$ cat src/design/flow_macros.svh
// Global sizing for the flow router
//   FLOW_NUM_PORTS   number of egress ports
//   FLOW_DATA_WIDTH  bits per data word
//   FLOW_COUNT_WIDTH bits per delivered-beat counter

`ifndef FLOW_MACROS_SVH
`define FLOW_MACROS_SVH

// ------------------------------------------------------------
// Port fan-out
// ------------------------------------------------------------
// Keep this a power of two so every select code maps to a port
`define FLOW_NUM_PORTS 4

// ------------------------------------------------------------
// Datapath and statistics widths
// ------------------------------------------------------------
`define FLOW_DATA_WIDTH 32

// Counters wrap silently at this width
`define FLOW_COUNT_WIDTH 16

`endif

$ cat src/design/flow_pkg.sv
// Shared types for the flow router
//   port_id_t     destination port number
//   flow_data_t   one data word
//   flow_beat_t   ingress beat, destination plus data
//   beat_count_t  one per-port delivery counter

`include "flow_macros.svh"

package flow_pkg;

  // ------------------------------------------------------------
  // Derived widths
  // ------------------------------------------------------------
  // Select width follows the port count
  localparam int unsigned PORT_ID_WIDTH = $clog2(`FLOW_NUM_PORTS);

  // ------------------------------------------------------------
  // Scalar types
  // ------------------------------------------------------------
  // Destination port number carried in every beat
  typedef logic [PORT_ID_WIDTH-1:0] port_id_t;

  // Payload word, copied unchanged from push to pop
  typedef logic [`FLOW_DATA_WIDTH-1:0] flow_data_t;

  // Delivered-beat count for one egress port
  typedef logic [`FLOW_COUNT_WIDTH-1:0] beat_count_t;

  // ------------------------------------------------------------
  // Ingress beat
  // ------------------------------------------------------------
  // Destination sits in the upper bits
  // Data word fills the lower bits
  typedef struct packed {
    port_id_t   dest;
    flow_data_t data;
  } flow_beat_t;

endpackage

$ cat src/design/flow_reg_fwd.sv
// Forward pipeline register with ready-valid on both sides
//   One payload slot plus a valid flag
//   Payload type set per instance through a type parameter
//   Full throughput by reloading in the cycle the slot drains

`timescale 1ns/1ps

module flow_reg_fwd #(
  // Payload carried through the stage
  parameter type payload_t = logic
) (
  input  logic     clk,
  input  logic     rst_n,

  // Upstream side
  input  logic     in_valid,
  output logic     in_ready,
  input  payload_t in_payload,

  // Downstream side
  output logic     out_valid,
  input  logic     out_ready,
  output payload_t out_payload
);

  // ------------------------------------------------------------
  // Storage
  // ------------------------------------------------------------
  // Set while the slot holds a beat not yet taken downstream
  logic     full_q;

  // Held beat
  payload_t payload_q;

  // Upstream transfer in this cycle
  logic     in_fire;

  // ------------------------------------------------------------
  // Handshake
  // ------------------------------------------------------------
  // Room when empty or when the held beat leaves this cycle
  assign in_ready = !full_q || out_ready;
  assign in_fire  = in_valid && in_ready;

  // Valid flag
  // Slot takes the upstream valid whenever it can change
  always_ff @(posedge clk or negedge rst_n) begin
    if (!rst_n) begin
      full_q <= 1'b0;
    end else if (in_ready) begin
      full_q <= in_valid;
    end
  end

  // Payload only moves on an upstream transfer
  always_ff @(posedge clk) begin
    if (in_fire) begin
      payload_q <= in_payload;
    end
  end

  // ------------------------------------------------------------
  // Outputs
  // ------------------------------------------------------------
  assign out_valid   = full_q;
  assign out_payload = payload_q;

  // ------------------------------------------------------------
  // Checks
  // ------------------------------------------------------------
  // An offered beat waits upstream unchanged until this stage takes it
  in_payload_held_a : assert property (
    @(posedge clk) disable iff (!rst_n)
    in_valid && !in_ready |=> in_valid && $stable(in_payload)
  ) else $error("flow_reg_fwd: upstream beat changed or withdrawn while stalled");

  // Beats entering the stage are fully defined
  in_payload_known_a : assert property (
    @(posedge clk) disable iff (!rst_n)
    in_fire |-> !$isunknown(in_payload)
  ) else $error("flow_reg_fwd: unknown bits in accepted payload");

endmodule

$ cat src/design/flow_demux_select.sv
// Ready-valid demux steered by an explicit select
//   Valid goes to the selected port only
//   Ready comes back from the selected port
//   Data fans out to every port with zero cycle latency

`timescale 1ns/1ps

`include "flow_macros.svh"

module flow_demux_select (
  // Assertion clocking only
  input  logic                                      clk,
  input  logic                                      rst_n,

  // Port choice for the current push beat
  input  flow_pkg::port_id_t                        select,

  // Push side
  input  logic                                      push_valid,
  output logic                                      push_ready,
  input  flow_pkg::flow_data_t                      push_data,

  // Pop side, one lane per port
  input  logic [`FLOW_NUM_PORTS-1:0]                pop_ready,
  output logic [`FLOW_NUM_PORTS-1:0]                pop_valid,
  output flow_pkg::flow_data_t [`FLOW_NUM_PORTS-1:0] pop_data
);

  import flow_pkg::*;

  // ------------------------------------------------------------
  // Steering
  // ------------------------------------------------------------
  // Back-pressure from the chosen port only
  assign push_ready = pop_ready[select];

  // One-hot valid and replicated data
  // A data lane means nothing unless its valid is set
  always_comb begin
    for (int i = 0; i < `FLOW_NUM_PORTS; i++) begin
      pop_valid[i] = push_valid && (select == port_id_t'(i));
      pop_data[i]  = push_data;
    end
  end

  // ------------------------------------------------------------
  // Checks
  // ------------------------------------------------------------
  // Select must name an existing port whenever a beat is offered
  select_in_range_a : assert property (
    @(posedge clk) disable iff (!rst_n)
    push_valid |-> !$isunknown(select) && (int'(select) < `FLOW_NUM_PORTS)
  ) else $error("flow_demux_select: select out of range");

  // A stalled beat must keep its port so valid cannot hop lanes
  select_stable_a : assert property (
    @(posedge clk) disable iff (!rst_n)
    push_valid && !push_ready |=> $stable(select)
  ) else $error("flow_demux_select: select moved during stall");

endmodule

$ cat src/design/flow_beat_counters.sv
// Per-port counters of completed pop handshakes
//   One counter per egress port
//   Increments on the edge that completes a transfer
//   Wraps at the counter width

`timescale 1ns/1ps

`include "flow_macros.svh"

module flow_beat_counters (
  input  logic                                       clk,
  input  logic                                       rst_n,

  // Observed egress handshake
  input  logic [`FLOW_NUM_PORTS-1:0]                 pop_valid,
  input  logic [`FLOW_NUM_PORTS-1:0]                 pop_ready,

  // Running totals
  output flow_pkg::beat_count_t [`FLOW_NUM_PORTS-1:0] beat_counts
);

  import flow_pkg::*;

  // ------------------------------------------------------------
  // Handshake detect
  // ------------------------------------------------------------
  // High in the cycle a port completes a transfer
  logic [`FLOW_NUM_PORTS-1:0] pop_fire;

  assign pop_fire = pop_valid & pop_ready;

  // ------------------------------------------------------------
  // Counters
  // ------------------------------------------------------------
  for (genvar p = 0; p < `FLOW_NUM_PORTS; p++) begin : g_count
    // Plain increment, overflow rolls back to zero
    always_ff @(posedge clk or negedge rst_n) begin
      if (!rst_n) begin
        beat_counts[p] <= '0;
      end else if (pop_fire[p]) begin
        beat_counts[p] <= beat_counts[p] + beat_count_t'(1);
      end
    end
  end

  // ------------------------------------------------------------
  // Checks
  // ------------------------------------------------------------
  // Counters stay defined once out of reset
  counts_known_a : assert property (
    @(posedge clk) disable iff (!rst_n)
    !$isunknown(beat_counts)
  ) else $error("flow_beat_counters: unknown bits in beat_counts");

endmodule

$ cat src/design/flow_router_top.sv
// Flow router top level
//   Ingress forward register on the push stream
//   Select demux driven by the registered destination
//   One egress forward register per port
//   Per-port delivered-beat counters on the pop side

`timescale 1ns/1ps

`include "flow_macros.svh"

module flow_router_top (
  input  logic                                        clk,
  input  logic                                        rst_n,

  // Ingress stream
  input  logic                                        push_valid,
  output logic                                        push_ready,
  input  flow_pkg::flow_beat_t                        push_beat,

  // Egress streams, one lane per port
  output logic [`FLOW_NUM_PORTS-1:0]                  pop_valid,
  input  logic [`FLOW_NUM_PORTS-1:0]                  pop_ready,
  output flow_pkg::flow_data_t [`FLOW_NUM_PORTS-1:0]  pop_data,

  // Delivered beats per port
  output flow_pkg::beat_count_t [`FLOW_NUM_PORTS-1:0] beat_counts
);

  import flow_pkg::*;

  // ------------------------------------------------------------
  // Internal streams
  // ------------------------------------------------------------
  // Registered ingress beat
  logic                                 ing_valid;
  logic                                 ing_ready;
  flow_beat_t                           ing_beat;

  // Demux outputs into the egress registers
  logic       [`FLOW_NUM_PORTS-1:0]     dmx_valid;
  logic       [`FLOW_NUM_PORTS-1:0]     dmx_ready;
  flow_data_t [`FLOW_NUM_PORTS-1:0]     dmx_data;

  // ------------------------------------------------------------
  // Ingress stage
  // ------------------------------------------------------------
  // Holds the beat so its destination stays put while stalled
  flow_reg_fwd #(
    .payload_t (flow_beat_t)
  ) ingress_reg_i (
    .clk         (clk),
    .rst_n       (rst_n),
    .in_valid    (push_valid),
    .in_ready    (push_ready),
    .in_payload  (push_beat),
    .out_valid   (ing_valid),
    .out_ready   (ing_ready),
    .out_payload (ing_beat)
  );

  // ------------------------------------------------------------
  // Steering
  // ------------------------------------------------------------
  // Blocked destination stalls everything behind it
  flow_demux_select demux_i (
    .clk        (clk),
    .rst_n      (rst_n),
    .select     (ing_beat.dest),
    .push_valid (ing_valid),
    .push_ready (ing_ready),
    .push_data  (ing_beat.data),
    .pop_ready  (dmx_ready),
    .pop_valid  (dmx_valid),
    .pop_data   (dmx_data)
  );

  // ------------------------------------------------------------
  // Egress stages
  // ------------------------------------------------------------
  for (genvar p = 0; p < `FLOW_NUM_PORTS; p++) begin : g_egress
    // Destination is dropped here, the lane itself names the port
    flow_reg_fwd #(
      .payload_t (flow_data_t)
    ) egress_reg_i (
      .clk         (clk),
      .rst_n       (rst_n),
      .in_valid    (dmx_valid[p]),
      .in_ready    (dmx_ready[p]),
      .in_payload  (dmx_data[p]),
      .out_valid   (pop_valid[p]),
      .out_ready   (pop_ready[p]),
      .out_payload (pop_data[p])
    );
  end

  // ------------------------------------------------------------
  // Statistics
  // ------------------------------------------------------------
  flow_beat_counters counters_i (
    .clk         (clk),
    .rst_n       (rst_n),
    .pop_valid   (pop_valid),
    .pop_ready   (pop_ready),
    .beat_counts (beat_counts)
  );

endmodule

$ cat config.mk
export PLATFORM = sky130hd
export DESIGN_NAME = flow_router_top
export DESIGN_NICKNAME = d
export VERILOG_FILES = /design/src/design/flow_pkg.sv /design/src/design/flow_reg_fwd.sv /design/src/design/flow_demux_select.sv /design/src/design/flow_beat_counters.sv /design/src/design/flow_router_top.sv
export VERILOG_INCLUDE_DIRS = /design/src /design/src/design
export SDC_FILE = /design/constraint.sdc
export NUM_CORES = 1
export LEC_CHECK = 0
export ABC_AREA = 1
export BUFFER_PORTS_ARGS = -buffer_cell sky130_fd_sc_hd__buf_2
export CORE_MARGIN = 5
export CORE_UTILIZATION = 58
export CTS_BUF_LIST = sky130_fd_sc_hd__clkbuf_4 sky130_fd_sc_hd__clkbuf_8
export DETAILED_ROUTE_END_ITERATION = 10
export PLACE_DENSITY = 0.88
export SETUP_SLACK_MARGIN = 0.5
export SLEW_MARGIN = 30
export SYNTH_ARGS = -nofsm -noshare
export SYNTH_HDL_FRONTEND = slang
export SYNTH_SLANG_ARGS = --single-unit
$ cat constraint.sdc
create_clock -name clk -period 3.8 [get_ports clk]
set_input_delay 0.38 -clock clk [delete_from_list [all_inputs] [get_ports clk]]
set_output_delay 0.38 -clock clk [all_outputs]
set_load 0.01 [all_outputs]
==> flow_summary_export.csv <==
group,metric,value,unit
run_status,run_status,"complete, no violations",
detailed_routing,drt_iter0_markers,334,
worst_hold_path,hold_path_class,"in -> reg",
synth,synth-main-ff-cell,"edfxtp_1",
synth,synth-seq-cells,231,
sta,post-route-min-period,2.28,ns
power,power_per_cell_area,541,nW/um2
sta,final-setup-viol-count,0,
die,core_area,14400,um2
detailed_routing,wl,18300,um
setup_path,critPathArrivalTime,1.90,ns
synth,synth_edf_count,162,
die,design.portCount,238,
sta,worst_pin_slew,0.625,ns
layout,nets,898,
synth,syn-num-nets,618,
detailed_routing,drc,0,
clock_network,cts_buffers,36,
setup_path,endpoint_kind,"output port",
layout,area_delta_synth_final,27.5,%
setup_path,cp.required,3.42,ns
place,gp_congestion,0.841,
detailed_routing,route.vias.total,5301,
detailed_routing,antenna_left,0,
clock_network,clk_pin_slew,0.06,ns
layout,multiInputGateArea,1570,um2
synth,avgSynthCellArea,14.6,um2
setup_path,path_cells,"inv_1 > o21ai_0 > nand4_1 > nand2_1 > inv_1 > buf_2",
synth,synth_top_area_share,0.581,
synth,yosysMostFrequentCell,"edfxtp_1",
synth,synth_cell_types,24,
setup_path,critPathLaunch,"g_egress[2].egress_reg_i.out_valid",
global_route,overflow,0,
detailed_routing,wl_per_cell,17.2,um
synth,yosysTopAreaCell,"edfxtp_1",
global_route,first_global_vias,5183,
clock_network,cts_tree,"yes",
synth,yosys_warnings,0,
global_route,grt_max_degree,51,
power,vdd_ir_drop_max,0.373,mV
clock_network,cts_sinks,231,
die,die_h,130,um
detailed_routing,dr.pass1.iters,4,
synth,ys_seq_area_frac,0.787,
place,dp_hpwl,13300,um
sta,fin_ws,1.52,ns
global_route,grt_pass1_wl,27600,um
clock_network,cts-resized-gates,0,
global_route,grt.total_usage,0.214,
clock_network,cts_buffer_depth,3,
sta,hold_violations,0,
sta,rsz0062_at_grt,"no",
place,pre_cts_slack,1.76,ns
setup_path,start_kind,"flip-flop",
sta,tns,0,ns
synth,netlist_area,8380,um2
synth,synth_area_leaders,"edfxtp_1 (58%), dfrtp_1 (21%), nand2_1 (4.9%)",
synth,synth_common_cells,"edfxtp_1 (162), nand2_1 (110), dfrtp_1 (69), inv_1 (59), nor2_1 (36)",
die,die_area,16900,um2
setup_path,critPathKind,"reg -> out",
place,numPortBuffers,237,
layout,filler_cell_count,857,
sta,fin_skew,0.0164,ns
setup_path,r2r-start,"ingress_reg_i.out_payload[32]",
die,num_rows,44,
synth,syn-instance-count,573,
power,finalPower,0.00577,W
layout,drive_gt1_frac,0.379,
setup_path,critPathSlowestCell,"dfrtp_1",
synth,async_flop_share,0.299,
setup_path,cpMostUsedCell,"inv_1",
layout,num_antenna_cells,0,
sta,fmax,438,MHz
power,leakage,4.76,nW
worst_hold_path,hp-start,"push_beat[20]",
global_route,antenna_found_initial,1,
setup_path,cp_max_fo,3,
clock_network,htree_levels,2,
job,maxCapViolCount,0,
sta,slew-limit-headroom,0.583,
detailed_routing,vias_per_cell,5.00,
sta,report.final.slew_viol_count,0,
layout,seq_area,6590,um2
clock_network,clock_latency,0.50,ns
setup_path,max_stage_delay,0.41,ns
die,start_util,0.583,
die,dieWidth,130,um
clock_network,clockRootBuffer,"clkbuf_8",
sta,finalCritPeriodShare,0.601,
-- power by group --
group | switching (W) | total [W] | internal (W)
clock network | 0.000886 | 0.00200 | 0.00112
registers | 0.000195 | 0.00314 | 0.00294
logic | 0.000376 | 0.000634 | 0.000258
total | 0.00146 | 0.00577 | 0.00432
-- final timing paths --
check	endpoint	slack [ns]	cells after the start
min in group asynchronous	counters_i.beat_counts[10]	0.44	2
hold reg to reg	g_egress[0].egress_reg_i.out_payload[27]	0.49	0
hold / removal	ingress_reg_i.out_payload[20]	0.06	1
setup reg to reg	ingress_reg_i.out_payload[13]	1.76	6
max in group asynchronous	counters_i.beat_counts[57]	2.74	3
setup / recovery	push_ready	1.52	6
-- per-layer routing --
metal  vias to the layer above  global-route usage  wire length [um]
met2                       247               0.351              8950
met4                         2              0.0446               221
li1                       2498                   -                 -
met3                        27              0.0696              1880
met5                         -                   0                13
met1                      2527               0.285              7220
-- registers in the layout, indices dropped and copies added (netlist names) --
name                               count
counters_i.beat_counts                64
g_egress.egress_reg_i.out_payload    128
g_egress.egress_reg_i.out_valid        4
ingress_reg_i.out_payload             34
ingress_reg_i.out_valid                1
-- cell families (layout without fill, tap and decap cells) --
family,Yosys count,after routing,share of synthesized area
AOI/OAI and AO/OA,9,9,0.00597
xor gates and xnor gates,42,42,0.0439
adders and majority gates,4,4,0.00597
buffers and inverters,64,368,0.0306
DFF,231,231,0.787
muxes,1,1,0.00134
and+or+nand+nor,222,222,0.125
-- metrics by stage --
stage                     instance area [um2]   util  cells  hold WS (ns)
after floorplan                          8380      -    573        0.0844
after global placement                   9820  0.683    992         0.473
after detailed placement                 9970  0.694    998         0.437
after CTS                               10700  0.743   1061        0.0265
after global routing                    10700  0.743   1061        0.0164
final                                   10700  0.743   1061        0.0564
-- worst max-delay path, delay by kind of cell, from the launching register on --
kind | cells | cell delay [ns]
flip-flops | 1 | 0.41
AO/OA/AOI/OAI | 1 | 0.36
AND/OR/NAND/NOR | 2 | 0.31
buffers and inverters | 3 | 0.31
-- timing repair --
item	CTS	global route
endpoints found under the hold margin	48	0
hold buffers	1	0
buffers inserted	0	0
-- layout make-up --
cell class / count / share of cell area
multi-input cells: 278 / 0.147
well taps: 184 / 0.0216
repair buffers: 246 / 0.128
flip-flops and latches: 231 / 0.617
inverters: 60 / 0.0212
clock buffers: 44 / 0.0526
clock inverters: 18 / 0.0129
-- cells in the final DEF, fill, tap and decap left out, types with 5 or more instances in the layout --
| cell type | count |
|---|---|
| nor2_4 | 13 |
| clkbuf_8 | 37 |
| nor2_1 | 31 |
| nor2_2 | 8 |
| clkinv_2 | 8 |
| nand2_1 | 110 |
| o21ai_0 | 5 |
| nand2_2 | 6 |
| xor2_1 | 27 |
| nand4_1 | 12 |
| edfxtp_1 | 162 |
| buf_16 | 5 |
| clkbuf_4 | 7 |
| nand3_1 | 24 |
| nor3_1 | 6 |
| nor3b_1 | 5 |
| xnor2_1 | 15 |
| buf_2 | 236 |
| clkinv_1 | 7 |
| inv_1 | 59 |
| dfrtp_1 | 69 |
Note: power is estimated with default switching activity, not from simulation.
